File: config.mk
export PLATFORM = sky130hd
export DESIGN_NAME = widthShifter
export DESIGN_NICKNAME = d
export VERILOG_FILES = /design/src/hw/linkPkg.sv /design/src/hw/widthShifter.sv
export SDC_FILE = /design/constraint.sdc
export NUM_CORES = 1
export LEC_CHECK = 0
export BUFFER_PORTS_ARGS = -buffer_cell sky130_fd_sc_hd__buf_2
export CAP_MARGIN = 20
export CORE_MARGIN = 2
export CORE_UTILIZATION = 45
export CTS_CLUSTER_DIAMETER = 60
export DETAILED_ROUTE_END_ITERATION = 12
export PLACE_DENSITY_LB_ADDON = 0.15
export SYNTH_ARGS = -nofsm -noshare
export SYNTH_HDL_FRONTEND = slang
export SYNTH_SLANG_ARGS = --single-unit
File: constraint.sdc
create_clock -name sys_clk_p -period 3.4 [get_ports sys_clk_p]
set_input_delay 0.34 -clock sys_clk_p [delete_from_list [all_inputs] [get_ports sys_clk_p]]
set_output_delay 0.34 -clock sys_clk_p [all_outputs]
set_load 0.01 [all_outputs]
File: src/hw/linkPkg.sv
package linkPkg;

	// ------------------------------------------------------------------------
	// Widths on the serial link
	// ------------------------------------------------------------------------

	// One UART character
	typedef logic [7:0] byteT;

	// Word address as carried in a command packet
	typedef logic [15:0] addrT;

	// Data word and response word
	typedef logic [31:0] wordT;

	// Packet layout is opcode, then address, then data, MSB first
	localparam int CmdWidth = 56;
	localparam int RespWidth = 32;

	// Opcodes understood by the command engine, all others answer all ones
	typedef enum logic [7:0] {
		OpWrite = 8'd0,
		OpRead = 8'd2,
		OpFill = 8'd4
	} opcodeT;

	// ------------------------------------------------------------------------
	// State machines
	// ------------------------------------------------------------------------

	typedef enum logic [1:0] {EngIdle, EngReadWait, EngFill, EngRespond} engineStateT;

	typedef enum logic [1:0] {RxIdle, RxStart, RxData, RxStop} rxStateT;

	typedef enum logic {TxIdle, TxShift} txStateT;

	// ------------------------------------------------------------------------
	// Defaults for the top-level parameters
	// ------------------------------------------------------------------------

	localparam int DefClkPerBit = 16;
	localparam int DefFillCount = 16;
	localparam int DefStoreDepth = 256;

endpackage
File: src/hw/widthShifter.sv
`timescale 1ns/1ps

module widthShifter #(
	parameter int IWidth = 8,
	parameter int OWidth = linkPkg::CmdWidth,
	// Set means most significant piece travels first
	parameter bit Reverse = 1'b1
) (
	input logic sys_clk_p,
	input logic rstN,
	input logic [IWidth-1:0] inData,
	input logic inValid,
	output logic inReady,
	output logic [OWidth-1:0] outData,
	output logic outValid,
	input logic outReady
);

	generate
		if (IWidth < OWidth) begin : gGather
			// ----------------------------------------------------------------
			// Narrow to wide, gather pieces then park the word
			// ----------------------------------------------------------------
			localparam int Ratio = OWidth / IWidth;
			localparam int CntWidth = $clog2(Ratio);
			localparam logic [CntWidth-1:0] LastCnt = CntWidth'(Ratio - 1);

			logic [CntWidth-1:0] pieceCnt;
			logic [OWidth-1:0] accReg;
			logic [OWidth-1:0] accNext;
			logic [OWidth-1:0] outReg;
			logic lastPiece;
			logic inFire;
			logic outFire;

			assign lastPiece = (pieceCnt == LastCnt);
			assign inFire = inValid && inReady;
			assign outFire = outValid && outReady;
			// Next word may gather freely, only its last piece waits for room
			assign inReady = !(lastPiece && outValid && !outReady);
			assign outData = outReg;

			// First piece ends up on top when reversed
			assign accNext = Reverse ? {accReg[OWidth-IWidth-1:0], inData}
				: {inData, accReg[OWidth-1:IWidth]};

			always_ff @(posedge sys_clk_p or negedge rstN) begin
				if (!rstN) begin
					pieceCnt <= '0;
					outValid <= 1'b0;
				end else begin
					if (inFire)
						pieceCnt <= lastPiece ? '0 : pieceCnt + 1'b1;
					if (outFire)
						outValid <= 1'b0;
					// Completed word wins over a drain on the same edge
					if (inFire && lastPiece)
						outValid <= 1'b1;
				end
			end

			always_ff @(posedge sys_clk_p) begin
				if (inFire)
					accReg <= accNext;
				if (inFire && lastPiece)
					outReg <= accNext;
			end
		end else begin : gSplit
			// ----------------------------------------------------------------
			// Wide to narrow, load the word and shift out pieces
			// ----------------------------------------------------------------
			localparam int Ratio = IWidth / OWidth;
			localparam int CntWidth = $clog2(Ratio);
			localparam logic [CntWidth-1:0] LastCnt = CntWidth'(Ratio - 1);

			logic [IWidth-1:0] shiftReg;
			logic [CntWidth-1:0] pieceCnt;
			logic lastPiece;
			logic inFire;
			logic outFire;

			assign lastPiece = (pieceCnt == LastCnt);
			assign inFire = inValid && inReady;
			assign outFire = outValid && outReady;
			// Holds the producer until every piece is gone
			assign inReady = !outValid;
			assign outData = Reverse ? shiftReg[IWidth-1 -: OWidth] : shiftReg[OWidth-1:0];

			always_ff @(posedge sys_clk_p or negedge rstN) begin
				if (!rstN) begin
					pieceCnt <= '0;
					outValid <= 1'b0;
				end else if (inFire) begin
					pieceCnt <= '0;
					outValid <= 1'b1;
				end else if (outFire) begin
					pieceCnt <= pieceCnt + 1'b1;
					if (lastPiece)
						outValid <= 1'b0;
				end
			end

			always_ff @(posedge sys_clk_p) begin
				if (inFire)
					shiftReg <= inData;
				else if (outFire)
					shiftReg <= Reverse ? (shiftReg << OWidth) : (shiftReg >> OWidth);
			end
		end
	endgenerate

	// Offered data must not move under a stalled consumer
	outDataStable: assert property (@(posedge sys_clk_p) disable iff (!rstN)
		outValid && !outReady |=> outValid && $stable(outData));

endmodule

### Word-level counts from Yosys, hierarchy flattened

Index checks and enable logic that the tools add are counted.

| word-level totals | value |
|---|---|
| bits of input ports | 12 |
| word-level logic and storage cells | 17 |
| register bits after elaboration | 108 |

| cells by class | value |
|---|---|
| $add $sub $neg | 1 |
| eq/ne operators | 1 |
| muxes and demuxes | 3 |
| reduce and logical (&&, ||, !) cells | 8 |

Operators with widths:

| kind | count |
|---|---|
| $logic_and A1 B1 Y1 | 5 |
| $add A3 B1 Y3 const B | 1 |
| $eq A3 B3 Y1 const B | 1 |
| $mux W3 | 1 |
| $logic_not A1 Y1 | 2 |
| $mux W1 | 2 |
| $reduce_bool A2 Y1 | 1 |

### Logic depth before layout (Yosys ltp)

Gate-level depths: netlist of the first run.

| logic depth | value |
|---|---|
| depth in word-level cells | 7 |
| depth in mapped cells | 3 |
| mapped depth without buffers | 3 |

### Worst setup path before layout of the first run

No wires, ideal clock.

| path | value |
|---|---|
| path type | register to register |
| start | register gGather.pieceCnt[0] |
| end | register gGather.outReg[0], in the netlist outData[0] (enable) |
| path buffers | 0 |
| data required time | 2930 ps |
| data arrival time | 3029 ps |
| setup time | 470 ps |
| slack | -98 ps |
| stages on the path, launching flop included | 4 |
| cell sequence | dfrtp_1 nor2b_4 nand3_1 nor2_1 |

| between the ends | value |
|---|---|
| word-level cells in the longest chain between the ends | 6 |

RTL lines:

| item | RTL line | source |
|---|---|---|
| start, declared | widthShifter.sv:28 | `logic [CntWidth-1:0] pieceCnt;` |
| start signal, assigned | widthShifter.sv:53 | `pieceCnt <= lastPiece ? '0 : pieceCnt + 1'b1;` |
| $eq A3 B3 Y1 * | widthShifter.sv:36 | `assign lastPiece = (pieceCnt == LastCnt);` |
| $logic_and A1 B1 Y1 (2 in series) | widthShifter.sv:40 | `assign inReady = !(lastPiece && outValid && !outReady);` |
| $logic_not A1 Y1 | widthShifter.sv:40 |  |
| $logic_and A1 B1 Y1 | widthShifter.sv:37 | `assign inFire = inValid && inReady;` |
| $logic_and A1 B1 Y1 * | widthShifter.sv:65 | `if (inFire && lastPiece)` |
| end signal, assigned | widthShifter.sv:66 | `outReg <= accNext;` |
| end, declared | widthShifter.sv:31 | `logic [OWidth-1:0] outReg;` |

Mark *: on every way between the ends. The rest lies on a longest branch, timed or not.
A chain may end at the register's enable or synchronous reset.

### Worst setup path in the final report of the first run

| path | value |
|---|---|
| start | register gGather.pieceCnt[0] |
| end | register gGather.outReg[21], in the netlist outData[21] (enable) |

The elaborated chain is that of the path after synthesis.

==> results of run 1 <==
## power by group through the flow
| stage | sequential, uW | clock (uW) | combinational [uW] |
|---|---|---|---|
| floorplan | 1660 | 0 | 72.1 |
| global placement | 1640 | 0 | 159 |
| detailed placement | 1650 | 0 | 168 |
| CTS | 1620 | 696 | 170 |
| global route | 1630 | 756 | 182 |
| finish | 1620 | 673 | 166 |
## cell usage after synthesis
library cell and count:
mux2i_1 1, o211ai_1 1, and2_1 1, and2b_1 1, a211o_1 1, nand2_1 4
nand3_2 1, a22oi_1 1, nor2b_4 1, nor2_1 1, nand2b_4 1, nand3_1 2
nand2b_1 1, o21ai_1 1, dfrtp_1 4, inv_1 1, edfxtp_1 104
## final cells by class
cell class | count | area, um2
multi-input combinational | 18 | 133.9
inverter | 1 | 3.754
fill | 559 | 3171
tap | 99 | 123.9
timing repair buffer | 74 | 385.4
clock buffer | 9 | 123.9
clock inverter | 7 | 50.05
sequential | 108 | 3223
## cells in the final DEF (no fill, tap or decap), drive strengths merged, types with 2 or more instances in the layout
| cell | synthesis | routed |
|---|---|---|
| edfxtp | 104 | 104 |
| clkbuf | 0 | 9 |
| clkinv | 0 | 3 |
| clkinvlp | 0 | 2 |
| dfrtp | 4 | 4 |
| buf | 0 | 73 |
| nand3 | 3 | 3 |
| nand2 | 4 | 4 |
| nand2b | 2 | 2 |
| inv | 1 | 3 |
## worst paths after layout
| check | from | to |
|---|---|---|
| setup / recovery | gGather.pieceCnt[0]$_DFFE_PN0P_ | outData[21]$_DFFE_PP_ |
| hold / removal | inData[2] | gGather.accReg[2]$_DFFE_PP_ |
| setup reg to reg | gGather.pieceCnt[0]$_DFFE_PN0P_ | outData[21]$_DFFE_PP_ |
| hold reg to reg | gGather.accReg[43]$_DFFE_PP_ | outData[51]$_DFFE_PP_ |
| max in group asynchronous | rstN | outValid$_DFFE_PN0P_ |
| min in group asynchronous | rstN | gGather.pieceCnt[1]$_DFFE_PN0P_ |
## worst reg2reg max path: cells and delay by family, from the launching register on
family / cells / cell delay [ns]
AND/OR/NAND/NOR: 3 / 0.92
flip-flops: 1 / 0.47
buffers and inverters: 1 / 0.39
## routing by layer
metal / up-vias / wire length, um / global-route usage, %
li1: 675 / - / -
met3: 9 / 278 / 3.923
met2: 46 / 2393 / 20.68
met4: 0 / 99 / 6.538
met1: 729 / 1924 / 15.13
met5: - / 0 / 0
## flip-flops by register name, summed over array words and instances, names as in the netlist
register	cells
gGather.pieceCnt	3
outData	56
gGather.accReg	48
outValid	1
## through the flow
stage	instances	area [um2]
floorplan	127	3354
global placement	299	3860
detailed placement	299	3860
CTS	316	4044
global route	316	4044
finish	316	4044
## cells by family (layout without fill, tap and decap cells)
logic type | Yosys count | count (layout) | share of synthesized area, %
flops | 108 | 108 | 96.16
simple gates | 13 | 13 | 2.576
compound gates | 4 | 4 | 0.8586
mux | 1 | 1 | 0.2986
buf+inv | 1 | 91 | 0.1119
## repair_timing
| action | 4_1_cts | 5_1_grt |
|---|---|---|
| hold buffers | 1 | 0 |
| endpoints found under the setup margin | 0 | 0 |
| endpoints found under the hold margin | 4 | 0 |
==> results.md, run 1 <==
- Post-synth top area share: 93.17%
- Drt pass-1 iters: 4
- Mapped Cells: 127
- Maximum clock path buffer count: 2
- Largest cells by area after synthesis: edfxtp_1 (93%), dfrtp_1 (3.0%), nand2_1 (0.45%)
- Area grow syn2layout: 20.64%
- Vias per cell: 4.617
- WHS Path Cells: 1
- Yosys top cell by area: edfxtp_1
- Logic gate share of total power: 6.8%
- Vias in the first global route: 1543
- Syn Area/Cell: 26.39 um2
- Grt ovf: 0
- Die Y: 90.31 um
- Kind of critical path: reg -> reg
- Status: completed
- Initial DRC Count: 119
- Sequential fraction of the synthesis area: 96.16%
- ANT nets after route: 0
- Syn Nets: 139
- Worst slew margin: 44.61%
- WL/cell: 14.86 um
- Final critical-path required period: 2.083 ns
- First-pass GRT wire length: 7700 um
- CP startpoint kind: flop
- Residual DRC count: 0
- Floorplan row count: 31
- Initial core utilization: 46.46%
- Hold_ws: 0.1713 ns
- Cell Area, Synth: 3352 um2
- # IOs: 70
- Post-CTS setup buffers: 0
- LEAKAGE: 0.001467 uW
- Int Pwr: 1900 uW
- Hold Fails Final Rpt: 0
- Switching power: 555.9 uW
- Placer's final routability congestion estimate: 0.6690
- Worst hold path type: in -> reg
- Sink Count: 108
- Top delay family on crit path: simple AND/OR/NAND/NOR gates
- Max-Cap Viols: 0
- Peak VDD IR: 0.2580 mV
- Total global-route track usage: 12.61%
- Wirelength, routed: 4695 um
- Reg power frac: 65.8%
- Switching share of power: 22.63%
- PnR worst setup slack: 1.317 ns
- Critical Path RT: 3.45 ns
- Core area: 7214 um2
- CTS tree: yes
- RSZ-0062 raised after global routing: false
- Power Density: 607.4 nW/um2
- Max Fclk: 0.4801 GHz
- PnR Total Power: 2456 uW
- ANT cells: 0
- Setup tns final: 0 ns
- DIE WIDTH: 90.31 um
- CP bufs+invs: 1
- H-tree levels: 3
- Critical path's slowest cell: nor2_4
- CTS resizes: 0
- Yosys warning count: 0
- Critical path depth: 4
- Die footprint: 8155 um2
- Slew @ Worst Pin: 0.8308 ns
- Critical path's largest stage delay: 0.60 ns
- Initial antenna violation count: 0
- Worst setup EP type: flop
- #FFs+latches synth: 108
- Largest net degree at the start of global routing: 37
- CTS buffer count: 9
- CP Max Fanout: 27
- Finished Core Util: 56.05%
- Clock power frac: 27.4%
- Setup violators final: 0
- Share of cells above drive strength 1: 42.86%
- Buffers on Ports: 69
- Clock Tree Root: clkbuf_8
- Worst clock skew: 0.01599 ns
- Clock latency on the worst-skew pair: 0.35 ns
- Worst reg-to-reg setup slack: 1.32 ns
- Crit path cell chain: nor2b_4 -> nand3_1 -> nor2_4 -> buf_4
- R2R depth: 4
- Clock slew at reported path FFs: 0.10 ns
- Layout Nets: 224
- Hpwl dp: 3055 um
- Netlist cell types: 17
- Vias: 1459
- CP arrival: 2.13 ns
- Placement Setup Slack: 1.272 ns
- Pins Over Slew Limit: 0
- Post-route clock period utilization: 61.26%
Note: power is estimated with default switching activity, not from simulation.
==> inputs of run 2 (changes only) <==
==> constraint.sdc (replaced) <==
create_clock -name sys_clk_p -period 1.7 [get_ports sys_clk_p]
set_input_delay 0.17 -clock sys_clk_p [delete_from_list [all_inputs] [get_ports sys_clk_p]]
set_output_delay 0.17 -clock sys_clk_p [all_outputs]
set_load 0.01 [all_outputs]
==> results.md, run 2 (same netlist as run 1, synthesis figures left out) <==
- ANT cells: 0
- FILL cells: 560
- Drt pass-1 iters: 4
- CP Max Fanout: 48
- Worst hold path type: in -> reg
- DIE WIDTH: 90.31 um
- Vias per cell: 4.534
- Max-Cap Viols: 0
- Clock slew at reported path FFs: 0.09 ns
- Die footprint: 8155 um2
- RSZ-0062 raised after global routing: false
- Most frequent cells in the layout: edfxtp_1 (104), buf_2 (69), clkbuf_8 (9), dlygate4sd3_1 (9)
- LEAKAGE: 0.001533 uW
- CTS buffer count: 9
- Hpwl dp: 3011 um
- Clock Tree Root: clkbuf_8
- H-tree levels: 3
- DP Cell Count: 298
- Post-CTS setup buffers: 0
- CP arrival: 1.54 ns
- Pins Over Slew Limit: 0
- Share of cells above drive strength 1: 41.70%
- Critical Path RT: 1.73 ns
- Vias in the first global route: 1499
- Grt ovf: 0
- Peak VDD IR: 0.5478 mV
- Kind of critical path: reg -> reg
- Worst slew margin: 82.61%
- Commonest non-fill, non-tap cell in the layout: edfxtp_1
- CTS resizes: 0
- Power Density: 1249 nW/um2
- Area grow syn2layout: 25.46%
- CTS tree: yes
- Setup tns final: 0 ns
- Worst setup EP type: flop
- Die Y: 90.31 um
- Largest net degree at the start of global routing: 49
- Vias: 1460
- Floorplan row count: 31
- Worst clock skew: 0.009562 ns
- Number of flip-flops under the largest register name: 56
- # hold bufs at CTS: 9
- Initial core utilization: 46.46%
- Hold Fails Final Rpt: 0
- WHS Path Cells: 3
- Wirelength, routed: 4678 um
- Initial antenna violation count: 0
- ANT nets after route: 0
- CP startpoint kind: flop
- First-pass GRT wire length: 7272 um
- Core area: 7214 um2
- Layout Nets: 231
- Buffers on Ports: 69
- Final critical-path required period: 1.502 ns
- Non-Filler Instances: 322
- Max Fclk: 0.6658 GHz
- Status: completed
- Residual DRC count: 0
- Setup violators final: 0
- Slew @ Worst Pin: 0.2608 ns
- Post-route clock period utilization: 88.34%
- Maximum clock path buffer count: 2
- Total global-route track usage: 11.99%
- Clock latency on the worst-skew pair: 0.35 ns
- WL/cell: 14.53 um
- Initial DRC Count: 84
- Sink Count: 108
- R2R depth: 4
- Placer's final routability congestion estimate: 0.6988
- # IOs: 70
[run 2: changes by cell type in the layout (fill, tap and decap cells not counted), moves of 2 or more]
cell	delta
clkinvlp_4	-2
dlygate4sd3_1	+8
buf_4	-4
buf_12	+3
bufinv_16	+2
[run 2: power breakdown]
part | switching, uW | internal (uW) | total, uW
logic | 217 | 157 | 374
registers | 99.2 | 3130 | 3230
clock network | 807 | 840 | 1650
total | 1120 | 4130 | 5250
[run 2: worst paths after layout]
check / startpoint / endpoint / slack [ns]
worst max-delay path: outValid$_DFFE_PN0P_ / gGather.accReg[37]$_DFFE_PP_ / 0.20
worst min-delay path: outReady / outValid$_DFFE_PN0P_ / 0.12
worst max register to register: outValid$_DFFE_PN0P_ / gGather.accReg[37]$_DFFE_PP_ / 0.20
worst min register to register: gGather.accReg[47]$_DFFE_PP_ / outData[55]$_DFFE_PP_ / 0.42
max in group asynchronous: rstN / gGather.pieceCnt[1]$_DFFE_PN0P_ / 1.44
min in group asynchronous: rstN / outValid$_DFFE_PN0P_ / 0.14
[run 2: area by class of cell]
type | instances | area [um2] | share of cell area (%)
sequential | 108 | 3223 | 76.64
timing repair buffer | 81 | 495.5 | 11.78
multi-input combinational | 18 | 140.1 | 3.332
clock buffer | 9 | 123.9 | 2.946
tap | 99 | 123.9 | 2.946
clock inverter | 6 | 95.09 | 2.261
inverter | 1 | 3.754 | 0.08926
[run 2: worst max-delay path: stages (launching register included)]
cell and delay, ns:
dfrtp_1 0.43, and2b_1 0.24, nand3_2 0.11, and2_4 0.15
buf_12 0.25
[run 2: stage by stage]
| stage | hold WS, ns | instance area, um2 | setup WS [ns] | utilization [%] | total power, uW |
|---|---|---|---|---|---|
| after floorplan | -0.1256 | 3367 | -0.2635 | - | 3468 |
| after global placement | -0.02759 | 3896 | 0.2676 | 54.01 | 3616 |
| after detailed placement | -0.02085 | 3896 | 0.2096 | 54.01 | 3660 |
| after CTS | 0.09673 | 4205 | 0.1922 | 58.29 | 5323 |
| after global routing | 0.09410 | 4205 | 0.1442 | 58.29 | 5483 |
| final | 0.1152 | 4205 | 0.1981 | 58.29 | 5253 |
[run 2: layer usage]
metal | track usage [%] | part of all wire [%] | up-vias
li1 | - | - | 689
met2 | 18.92 | 50 | 58
met4 | 5.769 | 1.5 | 0
met5 | 0 | 0 | -
met1 | 14.84 | 42 | 706
met3 | 4.341 | 6.5 | 7
