`src/hw/linkPkg.sv`:
```
package linkPkg;

	// ------------------------------------------------------------------------
	// Widths on the serial link
	// ------------------------------------------------------------------------

	// One UART character
	typedef logic [7:0] byteT;

	// Word address as carried in a command packet
	typedef logic [15:0] addrT;

	// Data word and response word
	typedef logic [31:0] wordT;

	// Packet layout is opcode, then address, then data, MSB first
	localparam int CmdWidth = 56;
	localparam int RespWidth = 32;

	// Opcodes understood by the command engine, all others answer all ones
	typedef enum logic [7:0] {
		OpWrite = 8'd0,
		OpRead = 8'd2,
		OpFill = 8'd4
	} opcodeT;

	// ------------------------------------------------------------------------
	// State machines
	// ------------------------------------------------------------------------

	typedef enum logic [1:0] {EngIdle, EngReadWait, EngFill, EngRespond} engineStateT;

	typedef enum logic [1:0] {RxIdle, RxStart, RxData, RxStop} rxStateT;

	typedef enum logic {TxIdle, TxShift} txStateT;

	// ------------------------------------------------------------------------
	// Defaults for the top-level parameters
	// ------------------------------------------------------------------------

	localparam int DefClkPerBit = 16;
	localparam int DefFillCount = 16;
	localparam int DefStoreDepth = 256;

endpackage
```
`src/hw/uartTx.sv`:
```
`timescale 1ns/1ps

module uartTx #(
	parameter int ClkPerBit = linkPkg::DefClkPerBit
) (
	input logic sys_clk_p,
	input logic rstN,
	input linkPkg::byteT txData,
	input logic txValid,
	output logic txReady,
	output logic serOut
);

	localparam int CntWidth = $clog2(ClkPerBit);
	localparam logic [CntWidth-1:0] LastCnt = CntWidth'(ClkPerBit - 1);

	linkPkg::txStateT state;
	// Stop bit, eight data bits, start bit in the LSB
	logic [9:0] frameReg;
	logic [CntWidth-1:0] clkCnt;
	logic [3:0] bitIdx;

	// Accept a new byte only between frames
	assign txReady = (state == linkPkg::TxIdle);
	assign serOut = frameReg[0];

	always_ff @(posedge sys_clk_p or negedge rstN) begin
		if (!rstN) begin
			state <= linkPkg::TxIdle;
			// All ones keeps the line at its idle level
			frameReg <= '1;
			clkCnt <= '0;
			bitIdx <= '0;
		end else begin
			case (state)
				linkPkg::TxIdle: begin
					if (txValid) begin
						frameReg <= {1'b1, txData, 1'b0};
						clkCnt <= '0;
						bitIdx <= '0;
						state <= linkPkg::TxShift;
					end
				end
				linkPkg::TxShift: begin
					if (clkCnt == LastCnt) begin
						clkCnt <= '0;
						// Ones fill in behind, line is high once the frame is out
						frameReg <= {1'b1, frameReg[9:1]};
						bitIdx <= bitIdx + 1'b1;
						if (bitIdx == 4'd9)
							state <= linkPkg::TxIdle;
					end else begin
						clkCnt <= clkCnt + 1'b1;
					end
				end
				default: state <= linkPkg::TxIdle;
			endcase
		end
	end

	// Line must rest high between frames
	serOutIdleHigh: assert property (@(posedge sys_clk_p) disable iff (!rstN)
		(state == linkPkg::TxIdle) |-> serOut);

endmodule

```
`config.mk`:
```
export PLATFORM = sky130hd
export DESIGN_NAME = uartTx
export DESIGN_NICKNAME = d
export VERILOG_FILES = /design/src/hw/linkPkg.sv /design/src/hw/uartTx.sv
export SDC_FILE = /design/constraint.sdc
export NUM_CORES = 1
export LEC_CHECK = 0
export BUFFER_PORTS_ARGS = -buffer_cell sky130_fd_sc_hd__buf_4
export CORE_MARGIN = 2
export CORE_UTILIZATION = 54
export CTS_CLUSTER_SIZE = 24
export DETAILED_ROUTE_END_ITERATION = 6
export GPL_TIMING_DRIVEN = 1
export PLACE_DENSITY = 0.82
export SLEW_MARGIN = 20
export SYNTH_ARGS = -nofsm -noshare
export SYNTH_HDL_FRONTEND = slang
export SYNTH_SLANG_ARGS = --single-unit
```
`constraint.sdc`:
```
create_clock -name sys_clk_p -period 1.63 [get_ports sys_clk_p]
set_input_delay 0.163 -clock sys_clk_p [delete_from_list [all_inputs] [get_ports sys_clk_p]]
set_output_delay 0.163 -clock sys_clk_p [all_outputs]
set_load 0.02 [all_outputs]
```
After elaboration in Yosys (flattened, before gate mapping)
Index checks and enable logic that the tools add are counted.
Widths: inputs -> output; s select.
Word-level totals
  flip-flop bits (word level): 19
  logic and storage cells: 24
  output and inout bits: 2
Cells by class
  reductions and logical operators: 1
  muxes and demuxes: 12
  equality and inequality tests: 4
  bitwise logic cells: 1
  $add $sub $neg: 2
Operator list (number)
  $mux 10: 2
  $pmux 10 s2: 1
  $pmux 4 s2: 2
  $mux 4: 3
  $add 4x1->4 const B: 2
  $eq 4x4->1 const B: 2
  $mux 1: 3
  $ne 2x1->1 const B: 1
  $ne 2x2->1 const B: 1
  $pmux 1 s2: 1
  $reduce_and 2->1: 1
  $not 1->1: 1

Depth between registers and ports, before layout
Gate-level depths: netlist of run 1.
  word-level depth: 4
  mapped depth: 5
  mapped depth without buffers: 5

Worst setup path before layout of run 1
OpenSTA, ideal clock, no wires.
  kind: register -> register
  start point: register clkCnt[0]
  end point: register bitIdx[3]
  cell stages (with the launch flop): 5
  buffers on the path: 0
  period minus slack after synthesis: 1.205 ns
  path slack: 0.425 ns
  library setup time: 0.123 ns
  arrival: 1.082 ns
  required time: 1.507 ns
  cells stage by stage: dfrtp_1 ha_1 and4_4 nand4_1 mux2i_1
On the way
  word-level cells in the longest chain between the ends: 3
Ends and longest elaborated chain
  start, declared: RTL line uartTx.sv:20  | logic [CntWidth-1:0] clkCnt;
  start signal, assigned: RTL line uartTx.sv:53  | clkCnt <= clkCnt + 1'b1;
  $eq 4x4->1: RTL line uartTx.sv:45  | if (clkCnt == LastCnt) begin
  $ne 2x1->1 (no source line)
  $reduce_and 2->1 (no source line)
  end signal, assigned: RTL line uartTx.sv:49  | bitIdx <= bitIdx + 1'b1;
  end, declared: RTL line uartTx.sv:21  | logic [3:0] bitIdx;
No other way between the ends.
A chain may end at the register's enable or synchronous reset.

Worst setup path in the final report of run 1
  start point: register clkCnt[0]
  end point: register frameReg[5]
On the way
  word-level cells in the longest chain between the ends: 3
Ends and longest elaborated chain
  $eq 4x4->1: RTL line uartTx.sv:45
  $ne 2x1->1 (no source line)
  $reduce_and 2->1 (no source line)
  end signal, assigned: RTL line uartTx.sv:38  | frameReg <= {1'b1, txData, 1'b0};
  end signal, assigned: RTL line uartTx.sv:48  | frameReg <= {1'b1, frameReg[9:1]};
  end, declared: RTL line uartTx.sv:19  | logic [9:0] frameReg;
No other way between the ends.

==> impl_results.md, run 1 <==
* Leakage at 0.500 nW
* Fmax at around 740 MHz
* Peak supply drop at 0.000755 V
* MaxCap Viol Count at 0
* Final #Nets at 112
* CTS tree: built
* Non-Filler Instances at 113
* HPWL Detailed at between 1 and 1.5 mm
* Seq/Total Area, Yosys at around 52%
* Max_slew headroom at about 72%
* Clock-pin slew on the worst setup and hold paths at approximately 0.10 ns
* Min Hold Slack at around 0.09 ns
* Startpoint types: flip-flop
* Cells after synthesis at 82
* CP Data Required Time at approximately 1.8 ns
* Overall die area at ~0.0020 sq mm
* Synth Net Count at 96
* Sink Count at 18
* FF+latch count, synth at 18
* Die W at 44.4 um
* Pwr dens at about 1600 mW/mm^2
* Synth unique cells at 21
* Layout area overhead at 16.6%
* Clock latency on the worst-skew pair at a little under 0.3 ns
* Io pins at 13
* Clock Path Buffers at 2
* Initial antenna violation count at 0
* Grt ovf at 0
* DRC errors left at 0
* Initial drt markers at 7
* H-tree depth at 1
* Layout cell share with drive strength beyond 1 at ~30%
* Setup crit end kind: flip-flop
* Synthesized cell area at roughly 880 sq um
* Worst-Margin Slew at between 0.4 and 0.5 ns
* Area share of the largest cell type after synthesis at 26.9%
* Mapped Avg Cell Area at between 10 and 15 sq um
* Status: finished, final reports clean
* Post-route ant nets at 0
* Detailed Route WL at 1.58 mm
* Dominant cell type by area after synthesis: dfstp_2
* Core Region at 0.00152 sq mm
* Placer congestion estimate at 0.747
* Worst clock skew at 0.000607 ns
* Slew Limit Fails at 0
* Starting Density at between 50% and 60%
* Final period util at between 80% and 90%
* Post-route setup TNS at 0 ns
* Die Ht at ~44 um
* Buffers on Ports at 12
* Hold-fix buffers at CTS at 1
* Top post-synthesis cells by area: dfstp_2 27%, dfrtp_1 26%, mux2i_1 10%, o21ai_0 6.3%, nand3_1 5.7%
* Reg-to-reg setup timing slack at 0.27 ns
* First-pass GRT wire length at 2.66 mm
* Pre-Repair DR Iteration Count at 4
* WP data arrival at about 1.6 ns
* Number of global-route vias before repair at 607
* Via count at roughly 660
* Gr usage total at about a fifth
* Post-CTS Resized at 0
* Num CTS Buffers at 3
* Site Rows at 14
* Pin count of the biggest net entering global routing at 19
* Post-CTS Setup Inserts at 0
* Routed WL per cell at 14.0 um
* Hold/Removal Path Class: primary input to flip-flop
* Setup CP Type: flip-flop to flip-flop
* Via/cell ratio at 5.85
* Post-route minimum period at 1.36 ns
* RSZ-0062 raised after global routing: false
* Placed Instances at roughly 110
* Ys Warns at 0
* Clock root cell: clkbuf_4
* Diodes inserted at 0
* Finish-stage setup viols at 0
* Worst Path Max Fanout at 7
* Final hold vios at 0
==> worst max-delay path: stages, from the launching register on <==
cell and delay [ns]:
dfrtp_1 0.39, ha_1 0.25, nand4_1 0.20, buf_4 0.23, nand3_1 0.08, o21ai_0 0.12
==> placed cells by master (no fill, tap or decap) <==
| cell | n |
|---|---|
| nand2b_1 | 1 |
| a22o_1 | 2 |
| dfstp_2 | 9 |
| dfrtp_1 | 9 |
| inv_1 | 3 |
| clkbuf_4 | 3 |
| o311ai_0 | 1 |
| nor3_1 | 1 |
| nor2_1 | 2 |
| nand2_1 | 9 |
| o2bb2ai_1 | 1 |
| a21oi_4 | 1 |
| ha_1 | 3 |
| clkbuf_8 | 1 |
| and4_4 | 1 |
| o21ai_0 | 11 |
| nand3_1 | 10 |
| nand4_1 | 3 |
| dlygate4sd3_1 | 1 |
| o22ai_1 | 1 |
| mux2i_1 | 9 |
| buf_4 | 14 |
| xnor2_1 | 1 |
==> metal layers <==
metal | vias up | part of all wire (%) | global-route usage (%)
met2 | 12 | 48 | 32.6
met5 | - | 0 | 0
met1 | 318 | 47 | 24.2
met4 | 0 | 1.5 | 7.27
li1 | 327 | - | -
met3 | 4 | 3.1 | 3.67
==> sequential cells by signal (all words and copies together), names as in the netlist <==
register / flops
frameReg: 9
bitIdx: 4
clkCnt: 4
state: 1
==> cells by family after synthesis <==
| kind of cell | count (synthesis) | synth area share, % |
|---|---|---|
| AO/OA/AOI/OAI | 17 | 12.8 |
| XOR/XNOR | 1 | 0.996 |
| adder cells (fa/ha/maj) | 3 | 4.27 |
| buffers and inverters | 7 | 4.12 |
| flip-flops | 18 | 52.5 |
| multiplexers | 9 | 10.2 |
| AND/OR/NAND/NOR | 27 | 15.1 |
==> where the power goes <==
part / total [mW] / switching [mW] / internal (mW)
registers: 0.876 / 0.169 / 0.707
clock network: 0.268 / 0.132 / 0.136
logic: 0.475 / 0.228 / 0.247
total: 1.62 / 0.530 / 1.09
==> through the flow <==
stage / total power, mW / setup WS (ns) / cell area, sq um / util (%)
4_1_cts: 1.64 / 0.251 / 1030 / 67.3
3_3_place_gp: 1.33 / 0.344 / 980 / 64.3
5_1_grt: 1.74 / 0.137 / 1030 / 67.3
2_1_floorplan: 1.22 / 0.425 / 880 / -
6_report: 1.62 / 0.270 / 1030 / 67.3
3_5_place_dp: 1.36 / 0.268 / 980 / 64.3
==> synthesized netlist by cell type <==
| cell | number |
|---|---|
| o311ai_0 | 1 |
| nand4_1 | 3 |
| and4_4 | 1 |
| a22o_1 | 2 |
| nor3_1 | 1 |
| xnor2_1 | 1 |
| o21ai_0 | 11 |
| nand2_1 | 9 |
| nor2_1 | 2 |
| dfstp_2 | 9 |
| nand2b_1 | 1 |
| ha_1 | 3 |
| dfrtp_1 | 9 |
| nand3_1 | 10 |
| o2bb2ai_1 | 1 |
| mux2i_1 | 9 |
| inv_1 | 3 |
| o22ai_1 | 1 |
| buf_2 | 2 |
| buf_4 | 2 |
| a21oi_4 | 1 |
==> worst paths after layout <==
check                         endpoint       from  cells after the start
max                        frameReg[5]  clkCnt[0]                      5
min                        frameReg[8]  txData[7]                      3
max reg2reg                frameReg[5]  clkCnt[0]                      5
min reg2reg                  bitIdx[3]  bitIdx[3]                      1
max in group asynchronous  frameReg[8]       rstN                      2
min in group asynchronous    clkCnt[2]       rstN                      2
==> layout make-up <==
cell class,count,area (sq um)
inverters,3,11.3
fillers,121,498
clock buffers,4,36.3
flip-flops and latches,18,462
repair buffers,15,115
well taps,16,20.0
multi-input cells,57,382
(Power assumes the default switching activity.)
==> run 2, diff against run 1 <==
--- a/config.mk
+++ b/config.mk
@@ -7,11 +7,11 @@
 export LEC_CHECK = 0
 export BUFFER_PORTS_ARGS = -buffer_cell sky130_fd_sc_hd__buf_4
 export CORE_MARGIN = 2
-export CORE_UTILIZATION = 54
+export CORE_UTILIZATION = 48
 export CTS_CLUSTER_SIZE = 24
 export DETAILED_ROUTE_END_ITERATION = 6
 export GPL_TIMING_DRIVEN = 1
-export PLACE_DENSITY = 0.82
+export PLACE_DENSITY = 0.78
 export SLEW_MARGIN = 20
 export SYNTH_ARGS = -nofsm -noshare
 export SYNTH_HDL_FRONTEND = slang
==> constraint.sdc (replaced) <==
create_clock -name sys_clk_p -period 1.2 [get_ports sys_clk_p]
set_input_delay 0.12 -clock sys_clk_p [delete_from_list [all_inputs] [get_ports sys_clk_p]]
set_output_delay 0.12 -clock sys_clk_p [all_outputs]
set_load 0.02 [all_outputs]
==> run 2 against run 1 <==
Compared with the run above: the flow now finishes with violations (setup timing); worst hold slack got worse by 0.055 ns; sequential power increased by 32%; fmax increased by 12%; critical path type unchanged; wire length increased by 13%; sequential share of layout area decreased by 3.7 points; clock power increased by 43%.
==> impl_results.md, run 2 (synthesized netlist as in run 1, its figures left out) <==
* Worst-Margin Slew at 0.414 ns (-0.00638 ns)
* Worst Path Max Fanout at 5 (-2)
* CTS tree: built
* CP Data Required Time at 1.43 ns (-0.40 ns)
* Worst clock skew at 0.0119 ns (+0.0113 ns)
* Number of global-route vias before repair at 684 (+13%)
* Max Used Layer: met4
* Commonest non-fill, non-tap cell in the layout: buf_4
* Pre-Repair DR Iteration Count at 4 (unchanged)
* Peak supply drop at 0.00118 V (+56%)
* Pwr dens at 2120 mW/mm^2 (+34%)
* First-pass GRT wire length at 2.95 mm (+11%)
* RSZ-0062 raised after global routing: true
* Diodes inserted at 0 (unchanged)
* Cell mode on critical path: o21ai_0
* CP max stage cell: dfrtp_1
* Initial antenna violation count at 0 (unchanged)
* WL met2 at 840 um (+11%)
* Io pins at 13 (unchanged)
* Worst reg2reg startpoint: clkCnt[0]
* Fmax at 825 MHz (+12%)
* Clock-pin slew on the worst setup and hold paths at 0.11 ns (about the same)
* Status: finished, violations left
* Slew Limit Fails at 0 (unchanged)
* Clock root cell: clkbuf_4
* Detailed Route WL at 1.78 mm (+13%)
* Setup crit end kind: flip-flop
* Critical path origin: clkCnt[0]
* Starting Density at 50.9% (-6.8 points)
* Failing checks: setup timing
* Num CTS Buffers at 3 (unchanged)
* Via/cell ratio at 5.39 (-7.9%)
* Layout area overhead at 27.3%
* Overall die area at 0.00219 sq mm (+11%)
* Hold/Removal Path Class: primary input to flip-flop
* Final hold vios at 0 (unchanged)
* Max reg flops at 9 (unchanged)
* H-tree depth at 1 (unchanged)
* Via count at 711 (+7.6%)
* Hold_sp: txData[7]
* Pin count of the biggest net entering global routing at 19 (unchanged)
* Clock latency on the worst-skew pair at 0.30 ns (about the same)
* Largest register by flop count: frameReg
* Setup CP Type: flip-flop to flip-flop
* Initial drt markers at 14 (+7)
* Footprint of the multi-input gates at 393 sq um (+3.0%)
* Sink Count at 18 (unchanged)
* Die Ht at 46.8 um (+5.5%)
* Met3 WL at 65 um (+33%)
* Grt ovf at 0 (unchanged)
* Die W at 46.8 um (+5.5%)
* Largest regs: frameReg: 9 flops, bitIdx: 4 flops, clkCnt: 4 flops
* Buffers on Ports at 12 (unchanged)
* Commonest non-fill, non-tap cells in the layout: 23 x buf_4, 10 x nand3_1, 10 x o21ai_0
* Placer congestion estimate at 0.763 (+2.1%)
* Startpoint types: flip-flop
* Core Region at 0.00173 sq mm (+13%)
* Layout cell share with drive strength beyond 1 at 39.3% (+9.4 points)
* Min Hold Slack at 0.0372 ns (-0.0554 ns)
* DRC errors left at 0 (unchanged)
* WP data arrival at 1.44 ns (-0.12 ns)
* Max_slew headroom at 72.4% (+0.43 points)
* Post-route ant nets at 0 (unchanged)
* Routed WL per cell at 13.5 um (-3.5%)
* FF/Latch Area at 463 sq um (+0.27%)
* Slowest stage delay, CP at 0.40 ns (about the same)
* Worst path cell trace: ha_2 > and4_4 > buf_4 > o21ai_0 > o21ai_0
* Final period util at 101% (+18 points)
* Site Rows at 15 (+1)
* Post-route minimum period at 1.21 ns (-0.148 ns)
* Final #Nets at 122 (+8.9%)
* Leakage at 0.541 nW (+8.2%)
* Clock Path Buffers at 2 (unchanged)
* HPWL Detailed at 1.18 mm (about the same)
* M1 WL at 842 um (+13%)
* MaxCap Viol Count at 0 (unchanged)
* DP Worst Slack at 0.00630 ns (-0.262 ns)
* Finish-stage setup viols at 3 (+3)
* Gr usage total at 19.3% (+0.14 points)
* Filler Cell Count at 149 (+23%)
* Final WS setup at -0.0119 ns (-0.282 ns)
## run 2: metal layers
metal  GRT usage (%)  vias to the layer above
li1                -                      343
met1            26.4                      346
met2            29.9                       17
met3            3.46                        5
met4            9.44                        0
met5               0                        -
## run 2: what timing repair did
action,4_1_cts,5_1_grt
buffers inserted,1,3
cloned,1,0
endpoints found under the hold margin,18,0
pin swaps,1,1
gates resized for setup,3,1
setup endpoints to repair,11,13
hold buffers,1,0
## run 2: path summary, 6_finish.rpt
| path | endpoint | slack, ns | depth (start not counted) |
|---|---|---|---|
| hold / removal | frameReg[8] | 0.04 | 3 |
| hold reg to reg | frameReg[5] | 0.49 | 2 |
| max in group asynchronous | frameReg[3] | 0.72 | 2 |
| setup reg to reg | frameReg[8] | -0.01 | 5 |
| setup / recovery | frameReg[8] | -0.01 | 5 |
| min in group asynchronous | bitIdx[2] | 0.21 | 2 |
## run 2: cell type report
type                       instances  share of cell area [%]
tap                               25                    2.79
multi-input combinational         58                    35.1
clock buffer                       4                    3.24
timing repair buffer              24                    16.3
inverter                           3                    1.23
sequential                        18                    41.3
## run 2: critical path, delay by kind of cell, from the launching register on
| kind | cells | cell delay, ns |
|---|---|---|
| AOI/OAI and AO/OA | 2 | 0.22 |
| buffers and inverters | 1 | 0.14 |
| adders and majority gates | 1 | 0.20 |
| DFF | 1 | 0.40 |
| and+or+nand+nor | 1 | 0.18 |
## run 2: through the flow
| step | TNS, ns | area [sq um] | power, mW | cells | util [%] |
|---|---|---|---|---|---|
| 2_1_floorplan | 0 | 882 | 1.66 | 82 | - |
| 5_1_grt | -0.498 | 1120 | 2.55 | 132 | 64.9 |
| 4_1_cts | -0.0361 | 1100 | 2.36 | 129 | 63.6 |
| 6_report | -0.0244 | 1120 | 2.38 | 132 | 64.9 |
| 3_5_place_dp | 0 | 1030 | 1.96 | 122 | 59.7 |
| 3_3_place_gp | 0 | 1030 | 1.91 | 122 | 59.7 |
## run 2: where the power goes
part / internal (mW) / switching (mW) / total [mW]
combinational: 0.456 / 0.378 / 0.834
sequential: 0.959 / 0.201 / 1.16
clock: 0.185 / 0.197 / 0.382
total: 1.60 / 0.777 / 2.38
