### src/hw/linkPkg.sv
package linkPkg;

	// ------------------------------------------------------------------------
	// Widths on the serial link
	// ------------------------------------------------------------------------

	// One UART character
	typedef logic [7:0] byteT;

	// Word address as carried in a command packet
	typedef logic [15:0] addrT;

	// Data word and response word
	typedef logic [31:0] wordT;

	// Packet layout is opcode, then address, then data, MSB first
	localparam int CmdWidth = 56;
	localparam int RespWidth = 32;

	// Opcodes understood by the command engine, all others answer all ones
	typedef enum logic [7:0] {
		OpWrite = 8'd0,
		OpRead = 8'd2,
		OpFill = 8'd4
	} opcodeT;

	// ------------------------------------------------------------------------
	// State machines
	// ------------------------------------------------------------------------

	typedef enum logic [1:0] {EngIdle, EngReadWait, EngFill, EngRespond} engineStateT;

	typedef enum logic [1:0] {RxIdle, RxStart, RxData, RxStop} rxStateT;

	typedef enum logic {TxIdle, TxShift} txStateT;

	// ------------------------------------------------------------------------
	// Defaults for the top-level parameters
	// ------------------------------------------------------------------------

	localparam int DefClkPerBit = 16;
	localparam int DefFillCount = 16;
	localparam int DefStoreDepth = 256;

endpackage
### src/hw/uartRx.sv
`timescale 1ns/1ps

module uartRx #(
	parameter int ClkPerBit = linkPkg::DefClkPerBit
) (
	input logic sys_clk_p,
	input logic rstN,
	input logic serIn,
	output linkPkg::byteT rxData,
	output logic rxValid
);

	localparam int CntWidth = $clog2(ClkPerBit);
	// Full bit period, and half of it to land in the middle of the start bit
	localparam logic [CntWidth-1:0] LastCnt = CntWidth'(ClkPerBit - 1);
	localparam logic [CntWidth-1:0] HalfCnt = CntWidth'(ClkPerBit / 2 - 1);

	linkPkg::rxStateT state;
	logic [1:0] syncReg;
	logic serLine;
	logic [CntWidth-1:0] clkCnt;
	logic [2:0] bitIdx;
	linkPkg::byteT shiftReg;
	logic sampleNow;

	// Synchronized copy of the line
	assign serLine = syncReg[1];
	// One full bit after the last sample point
	assign sampleNow = (clkCnt == LastCnt);
	// Shift register is stable from the last data bit until the next frame
	assign rxData = shiftReg;

	always_ff @(posedge sys_clk_p or negedge rstN) begin
		if (!rstN) begin
			// Line idles high
			syncReg <= 2'b11;
			state <= linkPkg::RxIdle;
			clkCnt <= '0;
			bitIdx <= '0;
			rxValid <= 1'b0;
		end else begin
			syncReg <= {syncReg[0], serIn};
			rxValid <= 1'b0;
			clkCnt <= clkCnt + 1'b1;
			case (state)
				linkPkg::RxIdle: begin
					clkCnt <= '0;
					// Falling edge marks a start bit
					if (!serLine)
						state <= linkPkg::RxStart;
				end
				linkPkg::RxStart: begin
					if (clkCnt == HalfCnt) begin
						clkCnt <= '0;
						bitIdx <= '0;
						// Glitch shorter than half a bit goes back to idle
						state <= serLine ? linkPkg::RxIdle : linkPkg::RxData;
					end
				end
				linkPkg::RxData: begin
					if (sampleNow) begin
						clkCnt <= '0;
						bitIdx <= bitIdx + 1'b1;
						if (bitIdx == 3'd7)
							state <= linkPkg::RxStop;
					end
				end
				linkPkg::RxStop: begin
					if (sampleNow) begin
						clkCnt <= '0;
						// Low stop bit is a framing error, byte dropped
						rxValid <= serLine;
						state <= linkPkg::RxIdle;
					end
				end
				default: state <= linkPkg::RxIdle;
			endcase
		end
	end

	// LSB arrives first, so shift in from the top
	always_ff @(posedge sys_clk_p) begin
		if (state == linkPkg::RxData && sampleNow)
			shiftReg <= {serLine, shiftReg[7:1]};
	end

	// One byte per frame, never a stretched strobe
	rxValidPulse: assert property (@(posedge sys_clk_p) disable iff (!rstN)
		rxValid |=> !rxValid);

endmodule

### config.mk
export PLATFORM = sky130hd
export DESIGN_NAME = uartRx
export DESIGN_NICKNAME = d
export VERILOG_FILES = /design/src/hw/linkPkg.sv /design/src/hw/uartRx.sv
export SDC_FILE = /design/constraint.sdc
export NUM_CORES = 1
export LEC_CHECK = 0
export ABC_AREA = 1
export BUFFER_PORTS_ARGS = -buffer_cell sky130_fd_sc_hd__buf_2
export CORE_AREA = 2 2 45 47
export CTS_CLUSTER_SIZE = 16
export DETAILED_ROUTE_END_ITERATION = 8
export DIE_AREA = 0 0 47 49
export GPL_ROUTABILITY_DRIVEN = 0
export PLACE_DENSITY = 0.65
export SYNTH_ARGS = -nofsm -noshare
export SYNTH_HDL_FRONTEND = slang
export SYNTH_SLANG_ARGS = --single-unit
### constraint.sdc
create_clock -name sys_clk_p -period 1.25 [get_ports sys_clk_p]
set_input_delay 0.25 -clock sys_clk_p [delete_from_list [all_inputs] [get_ports sys_clk_p]]
set_output_delay 0.25 -clock sys_clk_p [all_outputs]
set_load 0.03 [all_outputs]
Word-level counts from Yosys, hierarchy flattened --
Index checks and enable logic that the tools add are counted.
Word-level totals: bits of input ports 3, output and inout port bits 9, word-level logic and storage cells 40, flip-flop bits (word level) 20
Cells by class: $add $sub $neg 2, equal/unequal tests 11, reduce and logical (&&, ||, !) cells 6, mux-type cells 15
Operators with widths (count):
- 2-bit 2-to-1 mux | 6
- 4-bit case mux with 3 select lines | 1
- 2-bit inequality test, second input constant | 5
- 4-bit 2-to-1 mux | 2
- 2-bit case mux with 4 select lines | 1
- 3-bit 2-to-1 mux | 2
- 3-bit case mux with 2 select lines | 1
- 5-bit AND reduction | 1
- 4-bit by 1-bit adder with 4-bit output, second input constant | 1
- 2-bit == test, second input constant | 2
- 4-bit by 3-bit == test with 1-bit output, second input constant | 1
- 4-bit == test, second input constant | 1
- 3-bit by 1-bit adder with 3-bit output, second input constant | 1
- 3-bit == test, second input constant | 1
- 3-bit AND reduction | 1
- 2-bit by 1-bit == test with 1-bit output, second input constant | 1
- 2-bit zero test | 1
- 1-bit 2-to-1 mux | 2
- 2-bit nonzero test | 1
- 2-bit OR reduction | 1
- 1-bit logical AND | 1

Depth between registers and ports, before layout --
Gate-level depths: netlist of run 1.
depth in word-level cells 4, depth in mapped cells 8, mapped depth without buffers 8

Worst setup path before layout of run 1 --
OpenSTA, ideal clock, no wires.
path type reg-to-reg, from reg clkCnt[0], to reg shiftReg[0], in the netlist rxData[0], enable pin, path buffers 0, required time 0.899 ns, clock period less this slack 1.328 ns, setup time 0.351 ns, cell stages (with the launch flop) 4, arrival 0.976 ns, path slack -0.078 ns, cell sequence dfrtp_1 ha_1 nand3_2 nor2_2
Between the ends: cells in the longest elaborated chain, start to end 2
Ends and longest elaborated chain:
- from (decl) | RTL line uartRx.sv:21 | logic [CntWidth-1:0] clkCnt;
- from (signal assigned) | RTL line uartRx.sv:44 | clkCnt <= clkCnt + 1'b1;
- 4-bit == test | RTL line uartRx.sv:29 | assign sampleNow = (clkCnt == LastCnt);
- 1-bit logical AND | RTL line uartRx.sv:83 | if (state == linkPkg::RxData && sampleNow)
- to (signal assigned) | RTL line uartRx.sv:84 | shiftReg <= {serLine, shiftReg[7:1]};
- to (decl) | RTL line uartRx.sv:23 | linkPkg::byteT shiftReg;
Every way passes these cells. A chain may end at the register's enable or synchronous reset.

Worst setup path after layout of run 1 --
from reg clkCnt[0], to reg bitIdx[2]
Between the ends: cells in the longest elaborated chain, start to end 3, elaborated cells on any way between the ends 5, those cells by class 4 x eq/ne; 1 x reduce/logical
Ends and longest elaborated chain:
- 4-bit by 3-bit == test with 1-bit output / 4-bit == test (equally long branches) | RTL line uartRx.sv:53, uartRx.sv:29
- 2-bit inequality test (no line)
- 3-bit AND reduction (no line) (*)
- to (signal assigned) | RTL line uartRx.sv:63 | bitIdx <= bitIdx + 1'b1;
- to (decl) | RTL line uartRx.sv:22 | logic [2:0] bitIdx;
Mark *: on every way between the ends. The rest lies on a longest branch, timed or not.

==> impl_metrics.csv, run 1 <==
group,metric,value,unit
cells_and_area,final_common_cell,"nand2_1",
cells_and_area,final_nets,101,
die,die_h,49,um
critical_path,cp-start-kind,"register",
sta,fin_crit_sh,101.7,%
synthesis,synthTopCellsByArea,"dfrtp_1, edfxtp_1, dfstp_2",
sta,hold-worst-slack,0.04938,ns
route,wirelength,1351,um
die,die_x,47,um
critical_path,critPathRequiredTime,1.46,ns
synthesis,syn_area_per_cell,12.08,um^2
critical_path,cp-end-kind,"register",
cells_and_area,syn_to_final_growth,34.85,%
global_route,grt_first_pass_wirelength,2201,um
global_route,grt_max_degree,13,
route,initialDrtViolationCount,1,
global_route,grt_overflow,0,
power_and_ir_drop,power_leakage,0.0004731,uW
clocking,tritoncts,"yes",
sta,hold_viol,0,
clocking,path_clk_slew,0.11,ns
status,outcome,"complete, but fails checks",
route,drcViolationCount,0,
clocking,cts_root_buf,"clkbuf_4",
cells_and_area,mostFrequentLayoutCells,"nand2_1, buf_2, buf_4, dfrtp_1, edfxtp_1",
die,start_util,43.27,%
synthesis,synth_top_area_share,31.40,%
sta,worst_slew_pin_slew,0.2653,ns
clocking,cts_buffers,3,
global_route,first_global_vias,538,
synthesis,yosysSeqAreaShare,68.13,%
synthesis,synth_cell_type_count,20,
route,drtPass1Iterations,2,
status,violations,"negative setup slack",
flow_run,cap_violations,0,
sta,slew_viol_final,0,
power_and_ir_drop,irDropWorstVdd,0.0007752,V
synthesis,synthAdderAreaFrac,4.710,%
die,num_rows,16,
cells_and_area,n_antenna_cell,0,
critical_path,rrSetupSlack,-0.02,ns
power_and_ir_drop,powerDensity,1385,nW/um^2
clocking,cts_sinks,20,
route,wl_per_cell,11.17,um
synthesis,synth_nets,72,
sta,slew_headroom,82.31,%
cells_and_area,final_util,58.36,%
critical_path,crit_fanout,8,
synthesis,ys_seq_elements,20,
cells_and_area,layout-drive-gt1-share,46.81,%
placed_design,portBuffers,11,
sta,post-route-min-period,1.272,ns
clocking,htreeDepth,1,
clocking,cts.path.max_buffers,2,
synthesis,yosysTopAreaCell,"dfrtp_1",
global_route,antenna_found_initial,0,
critical_path,arrival,1.49,ns
die,core,1842,um^2
global_route,gr-usage-all-layers,13.55,%
route,viasPerCell,4.438,
synthesis,synth_xor_area_share,1.099,%
synthesis,yosys.area_share.simple,19.31,%
sta,setup_violations,2,
sta,timing.final.ws_setup,-0.02184,ns
synthesis,synth_top_family_by_area,"simple AND/OR/NAND/NOR gates",
synthesis,synth-compound-area-share,4.396,%
synthesis,syn_area,797.0,um^2
route,vias,537,
min_path,hp-class,"input pin to register",
clocking,insertion_delay,0.29,ns
die,io_pins,12,
die,die-area,2303,um^2
synthesis,synth_warnings,0,
sta,rsz0062_at_grt,"yes",
route,ant_nets,0,
placed_design,hpwl,944.5,um
synthesis,synth.area.mux_share,0,%
sta,max_freq,786.3,MHz
synthesis,synthCells,66,
sta,fin_skew,0.009579,ns
critical_path,crit_type,"register to register",
-- Yosys cell counts (all sizes together) --
cell type and count:
a21oi 1, dfrtp 10, dfstp 2, edfxtp 8, ha 3, inv 5, nand2 16, nand3 5
nand3b 1, nor2 9, nor3b 1, o21ai 3, o31ai 1, xor2 1
-- per-layer routing --
metal  up-vias  global-route usage, %  wire [um]
met2         9                  20.78        662
met4         0                  5.556         10
met1       248                  17.98        636
li1        278                      -          -
met3         2                  3.333         41
met5         -                      0          0
-- metrics by stage --
step           TNS (ns)  power (uW)  area [um^2]  cells  worst slack [ns]
4_1_cts               0        1458         1025    118         0.0001666
6_report       -0.02839        1489         1075    121          -0.02184
5_1_grt         -0.5019        1596         1075    121          -0.09312
3_3_place_gp   -0.08605        1122        928.4    109          -0.01341
3_5_place_dp    -0.5939        1131        928.4    109          -0.07411
2_1_floorplan         0        1000        802.0     66           0.03316
-- what timing repair did --
action	4_1_cts	5_1_grt
endpoints found under the hold margin	10	0
resized for setup	3	6
setup buffers	4	3
pin swaps	3	7
hold buffers	1	0
setup endpoints to repair	13	13
-- cells by family (layout without fill, tap and decap cells) --
| group | after synthesis | in the layout |
|---|---|---|
| XOR/XNOR | 1 | 1 |
| AND/OR/NAND/NOR | 32 | 32 |
| flip-flops | 20 | 20 |
| buffers and inverters | 5 | 33 |
| AO/OA/AOI/OAI | 5 | 5 |
| adder cells (fa/ha/maj) | 3 | 3 |
-- critical path, cell delays in order (launching register included) --
cell,delay [ns]
dfrtp_1,0.43
ha_4,0.19
nand3_4,0.08
nor2_4,0.05
buf_12,0.13
a21oi_4,0.16
nand2_1,0.07
o21ai_1,0.08
-- flip-flops by register name, summed over array words and instances (netlist names), named ones only --
register,flops
bitIdx,3
rxData,8
state,1
rxValid,1
syncReg,2
clkCnt,4
-- worst paths after layout --
path                                      start                     to  cells after the start
max reg2reg                 clkCnt[0]$_DFF_PN0_  bitIdx[2]$_DFFE_PN0P_                      7
min in group asynchronous                  rstN    clkCnt[0]$_DFF_PN0_                      2
min                                       serIn   syncReg[0]$_DFF_PN1_                      1
min reg2reg                syncReg[0]$_DFF_PN1_   syncReg[1]$_DFF_PN1_                      0
max in group asynchronous                  rstN   syncReg[1]$_DFF_PN1_                      2
max                         clkCnt[0]$_DFF_PN0_  bitIdx[2]$_DFFE_PN0P_                      7
-- area by class of cell --
class	instances	area [um^2]
multi-input cells	41	285.3
well taps	27	33.78
repair buffers	24	167.7
clock buffers	3	22.52
inverters	5	18.77
fillers	162	767.0
flip-flops and latches	20	543.0
clock inverters	1	3.754
-- report_power, final --
part / leakage, uW / total (uW) / switching [uW] / internal [uW]
Clock: 0.0000154 / 301 / 185 / 116
Combinational: 0.000229 / 399 / 217 / 182
Sequential: 0.000229 / 789 / 54.1 / 735
Note: power is estimated with default switching activity, not from simulation.
==> run 2: changes to the inputs <==
--- a/config.mk
+++ b/config.mk
@@ -9,8 +9,10 @@
 export BUFFER_PORTS_ARGS = -buffer_cell sky130_fd_sc_hd__buf_2
-export CORE_AREA = 2 2 45 47
+export CORE_AREA = 2 2 43 45
+export CTS_BUF_LIST = sky130_fd_sc_hd__clkbuf_4 sky130_fd_sc_hd__clkbuf_8
 export CTS_CLUSTER_SIZE = 16
 export DETAILED_ROUTE_END_ITERATION = 8
-export DIE_AREA = 0 0 47 49
+export DIE_AREA = 0 0 45 47
 export GPL_ROUTABILITY_DRIVEN = 0
-export PLACE_DENSITY = 0.65
+export PLACE_DENSITY = 0.7
+export SLEW_MARGIN = 20
 export SYNTH_ARGS = -nofsm -noshare
==> constraint.sdc (replaced) <==
create_clock -name sys_clk_p -period 1.25 [get_ports sys_clk_p]
set_input_delay 0.0625 -clock sys_clk_p [delete_from_list [all_inputs] [get_ports sys_clk_p]]
set_output_delay 0.0625 -clock sys_clk_p [all_outputs]
set_load 0.03 [all_outputs]
==> run 2 against run 1 <==
The flow now finishes without violations. Non-clock buffer count shrank 1. Sequential cell count unchanged. First-iteration DRC count rose to 11 times the previous value. Global-route usage increased by 1.8 points. Via count decreased by 0.56%. Utilization is 5.6 points higher. Register-to-register slack better by 0.03 ns. Clock power is 2% lower.
==> impl_metrics.csv, run 2 (synthesized netlist as in run 1, its figures left out) <==
group,metric,value,unit
power_and_ir_drop,irDropWorstVdd,0.0009924,V
sta,setup_violations,0,
route,wl_per_cell,12.68,um
route,met1_length,652,um
clocking,cts_sinks,20,
critical_path,slowest_delay,0.43,ns
sta,max_freq,806.8,MHz
die,die_h,47,um
route,drtPass1Iterations,4,
cells_and_area,layout-drive-gt1-share,44.09,%
min_path,hp-class,"input pin to async pin",
critical_path,cp-start-kind,"register",
critical_path,cp_slowest_cell,"dfrtp_1",
clocking,cts.path.max_buffers,2,
route,vias,534,
sta,slew_viol_final,0,
critical_path,critPathRequiredTime,1.46,ns
route,top_layer,"met3",
sta,fin_crit_sh,99.16,%
critical_path,cp-end-kind,"register",
sta,hold_viol,0,
sta,post-route-min-period,1.240,ns
die,core,1652,um^2
route,wl_met3,56,um
sta,fin_skew,0.001327,ns
cells_and_area,syn_to_final_growth,32.50,%
global_route,grt_max_degree,13,
route,drcViolationCount,0,
power_and_ir_drop,finalPower,1521,uW
clocking,tritoncts,"yes",
clocking,cts_root_buf,"clkbuf_4",
critical_path,crit_fanout,4,
critical_path,worst-r2r-cell-count,7,
global_route,first_global_vias,537,
die,io_pins,12,
route,wl_met2,687,um
cells_and_area,n_antenna_cell,0,
cells_and_area,final_common_cell,"nand2_1",
global_route,antenna_found_initial,0,
global_route,grt_first_pass_wirelength,2263,um
power_and_ir_drop,power_leakage,0.0004693,uW
clocking,path_clk_slew,0.10,ns
route,initialDrtViolationCount,11,
global_route,gr-usage-all-layers,15.32,%
die,num_rows,15,
route,wirelength,1395,um
critical_path,arrival,1.45,ns
clocking,insertion_delay,0.29,ns
clocking,cts_buffers,3,
sta,slew_headroom,82.25,%
cells_and_area,seqCellArea,543.0,um^2
critical_path,crit_type,"register to register",
sta,hold-worst-slack,0.1623,ns
sta,worst_slew_pin_slew,0.2662,ns
route,viasPerCell,4.855,
sta,rsz0062_at_grt,"yes",
flow_run,cap_violations,0,
cells_and_area,final_nets,100,
placed_design,portBuffers,11,
cells_and_area,multi_input_comb_area,292.8,um^2
cells_and_area,fillCellCount,132,
route,ant_nets,0,
placed_design,hpwl,968.8,um
die,die-area,2115,um^2
cells_and_area,largest_reg_flops,8,
die,start_util,48.26,%
global_route,grt_overflow,0,
status,outcome,"finished clean",
sta,setup_tns,0,ns
critical_path,path_cells,"ha_4, nand3_4, nor2_4, buf_6, a21oi_4, nand2_2, o31ai_2",
die,die_x,45,um
cells_and_area,mostFrequentLayoutCells,"nand2_1, buf_2, dfrtp_1, buf_4, edfxtp_1",
clocking,htreeDepth,1,
power_and_ir_drop,powerDensity,1440,nW/um^2
-- run 2: cell count changes in the layout (fill, tap and decap cells not counted), sizes merged --
cell | previous run | this run
buf | 23 | 21
dlygate4sd3 | 1 | 2
-- run 2: path summary, 6_finish.rpt --
kind | slack [ns] | from | to
setup / recovery | 0.01 | clkCnt[0]$_DFF_PN0_ | bitIdx[0]$_DFFE_PN0P_
hold / removal | 0.16 | rstN | clkCnt[1]$_DFF_PN0_
setup reg to reg | 0.01 | clkCnt[0]$_DFF_PN0_ | bitIdx[0]$_DFFE_PN0P_
hold reg to reg | 0.36 | syncReg[0]$_DFF_PN1_ | syncReg[1]$_DFF_PN1_
max in group asynchronous | 0.82 | rstN | syncReg[1]$_DFF_PN1_
min in group sys_clk_p | 0.36 | syncReg[0]$_DFF_PN1_ | syncReg[1]$_DFF_PN1_
-- run 2: timing repair --
item | CTS | global route
pin swaps | 3 | 7
setup buffers | 4 | 2
setup endpoints to repair | 13 | 11
gates resized for setup | 5 | 6
hold buffers | 2 | 0
endpoints found under the hold margin | 13 | 0
-- run 2: routing by layer --
metal  up-vias  GRT usage, %
met5         -             0
met4         0         8.824
met3         0         2.308
met2        16         26.29
met1       246         18.45
li1        272             -
-- run 2: report_power, final --
part / internal, uW / total (uW) / leakage [uW] / switching (uW)
clock network: 116 / 296 / 0.0000154 / 180
registers: 735 / 789 / 0.000229 / 54.4
logic: 198 / 436 / 0.000225 / 238
total: 1050 / 1520 / 0.000469 / 472
-- run 2: metrics by stage --
stage / utilization (%) / instances / cell area [um^2] / setup slack [ns]
2_1_floorplan: - / 66 / 802.0 / 0.03316
3_3_place_gp: 55.00 / 98 / 908.4 / -0.02261
4_1_cts: 61.52 / 108 / 1016 / 0.002825
5_1_grt: 63.94 / 110 / 1056 / -0.07355
6_report: 63.94 / 110 / 1056 / 0.01049
3_5_place_dp: 55.00 / 98 / 908.4 / -0.1030
-- run 2: layout make-up --
| cell class | count | area share [%] |
|---|---|---|
| repair buffers | 23 | 14.57 |
| flip-flops and latches | 20 | 51.42 |
| clock inverters | 1 | 0.3555 |
| inverters | 5 | 1.777 |
| multi-input cells | 41 | 27.73 |
| clock buffers | 3 | 2.133 |
| well taps | 17 | 2.014 |
-- run 2: worst max-delay path: cells and delay by family, from the launching register on --
family	cells	cell delay, ns
adders and majority gates	1	0.19
AOI/OAI and AO/OA	2	0.21
DFF	1	0.43
and+or+nand+nor	3	0.20
buffers and inverters	1	0.12
==> run 3: changes to the inputs <==
Settings changed: ABC_AREA 1 to not set, CORE_AREA 2 2 43 45 to 2 2 47 49, DIE_AREA 0 0 45 47 to 0 0 49 51, PLACE_DENSITY 0.7 to 0.62.
==> run 3 against run 2 <==
Sequential power grew 18%. Register-to-register slack gained 0.02 ns. Setup slack gained 0.016 ns. Via count grew 14%. Count of clock-buffer cells in the layout is the same. Utilization shrank 9.0 points. Largest cell class unchanged.
==> impl_metrics.csv, run 3 <==
group,metric,value,unit
status,outcome,"finished clean",
sta,hold-worst-slack,0.1530,ns
power_and_ir_drop,powerDensity,1855,nW/um^2
critical_path,rrSetupSlack,0.03,ns
cells_and_area,final_util,54.94,%
clocking,cts.path.max_buffers,2,
cells_and_area,syn_to_final_growth,36.04,%
synthesis,async_reset_ff_share,60.00,%
route,ant_nets,0,
placed_design,hpwl,1094,um
critical_path,cp-end-kind,"register",
sta,worst_slew_pin_slew,0.2752,ns
sta,slew_headroom,81.65,%
sta,rsz0062_at_grt,"yes",
die,die-area,2499,um^2
critical_path,cp-start-kind,"register",
clocking,htreeDepth,1,
cells_and_area,largest_reg_flops,8,
route,drtPass1Iterations,4,
sta,post-route-min-period,1.224,ns
sta,max_freq,817.3,MHz
clocking,path_clk_slew,0.11,ns
synthesis,syn_area,833.3,um^2
synthesis,synth-compound-area-share,8.108,%
critical_path,arrival,1.26,ns
critical_path,critPathRequiredTime,1.28,ns
die,die_h,51,um
power_and_ir_drop,finalPower,2103,uW
clocking,tritoncts,"yes",
route,wl_met2,719,um
critical_path,crit_type,"register to register",
synthesis,yosysTopAreaCell,"dfrtp_1",
die,die_x,49,um
synthesis,yosysSeqAreaShare,65.17,%
route,vias,609,
global_route,first_global_vias,559,
power_and_ir_drop,power_leakage,0.0004741,uW
route,drcViolationCount,0,
synthesis,synth_warnings,0,
synthesis,yosys.area_share.simple,16.67,%
synthesis,synth.area.mux_share,0,%
synthesis,synth_cell_type_count,26,
synthesis,syn_area_per_cell,12.63,um^2
cells_and_area,n_antenna_cell,0,
global_route,grt_overflow,0,
cells_and_area,mostFrequentLayoutCells,"buf_2, dfrtp_1, buf_4, edfxtp_1, nor2_1",
route,wl_per_cell,12.42,um
sta,fin_crit_sh,97.89,%
min_path,hp-class,"input pin to async pin",
clocking,insertion_delay,0.30,ns
synthesis,synth_nets,72,
placed_design,portBuffers,11,
die,io_pins,12,
sta,slew_viol_final,0,
route,wirelength,1478,um
synthesis,synth_top_area_share,30.03,%
sta,setup_violations,0,
clocking,cts_sinks,20,
synthesis,synth_top_family_by_area,"simple AND/OR/NAND/NOR gates",
clocking,cts_buffers,3,
synthesis,synthCells,66,
route,initialDrtViolationCount,9,
synthesis,synth_edf_count,8,
route,top_layer,"met4",
synthesis,synth_xor_area_share,2.102,%
route,wl_met3,52,um
synthesis,synthTopCellsByArea,"dfrtp_1, edfxtp_1, dfstp_2",
synthesis,synthAdderAreaFrac,4.505,%
sta,fin_skew,0.003329,ns
cells_and_area,final_nets,98,
die,core,2063,um^2
clocking,postCtsSetupBuffers,0,
synthesis,ys.flop_type,"dfrtp_1",
route,viasPerCell,5.118,
synthesis,synthTopCellsByCount,"dfrtp_1, edfxtp_1, nor2_1, a21oi_1, nand3_1",
cells_and_area,final_common_cell,"buf_2",
global_route,grt_max_degree,13,
flow_run,cap_violations,0,
route,met1_length,659,um
cells_and_area,layout-drive-gt1-share,42.86,%
power_and_ir_drop,irDropWorstVdd,0.0009556,V
synthesis,post-synth-top-count-cell,"dfrtp_1",
global_route,antenna_found_initial,0,
clocking,cts_root_buf,"clkbuf_4",
die,start_util,40.39,%
sta,hold_viol,0,
global_route,grt_first_pass_wirelength,2394,um
cells_and_area,final_cell_area,1134,um^2
sta,setup_tns,0,ns
die,num_rows,17,
placed_design,detailed_place.area,1026,um^2
global_route,gr-usage-all-layers,13.23,%
synthesis,ys_seq_elements,20,
critical_path,crit_fanout,9,
==> run 3: through the flow <==
step / cells / setup slack (ns)
2_1_floorplan: 66 / -0.07972
3_3_place_gp: 113 / -0.007966
3_5_place_dp: 113 / -0.03859
4_1_cts: 119 / 0.01202
5_1_grt: 119 / -0.01591
6_report: 119 / 0.02642
==> run 3: timing repair <==
item / 4_1_cts / 5_1_grt
gates resized for setup: 1 / 7
hold buffers: 2 / 0
hold endpoints to repair: 13 / 0
setup endpoints to repair: 11 / 6
pin swaps: 3 / 4
==> run 3: critical path, cell delays in order (launching register included) <==
cell	delay, ns
dfrtp_1	0.41
ha_4	0.18
nand2_4	0.06
nor3_4	0.15
buf_12	0.15
==> run 3: cell type report <==
class	instances	area (um^2)
fillers	194	929.6
flip-flops and latches	20	544.3
multi-input cells	41	320.3
repair buffers	24	173.9
well taps	28	35.03
clock inverters	1	30.03
clock buffers	3	22.52
inverters	2	7.507
==> run 3: kinds of logic after synthesis <==
group,count (synthesis)
DFF,20
AOI/OAI and AO/OA,11
xor gates and xnor gates,2
adders and majority gates,3
buffers and inverters,5
and+or+nand+nor,25
==> run 3: layer usage <==
layer	GRT usage, %	vias to the layer above
met4	12.38	0
met1	14.10	293
li1	-	294
met2	22.60	17
met5	0	-
met3	2.047	5
==> run 3: path summary, 6_finish.rpt <==
path	from	end	cells after the start
setup / recovery	clkCnt[0]$_DFF_PN0_	rxData[1]$_DFFE_PP_	4
hold / removal	rstN	rxValid$_DFF_PN0_	2
setup reg to reg	clkCnt[0]$_DFF_PN0_	rxData[1]$_DFFE_PP_	4
hold reg to reg	syncReg[0]$_DFF_PN1_	syncReg[1]$_DFF_PN1_	0
max in group asynchronous	rstN	syncReg[1]$_DFF_PN1_	2
min in group sys_clk_p	syncReg[0]$_DFF_PN1_	syncReg[1]$_DFF_PN1_	0
==> run 3: power by group <==
group	switching [uW]	internal (uW)	leakage [uW]
sequential	142	786	0.000219
combinational	320	333	0.000227
clock	197	324	0.0000279
total	659	1440	0.000474
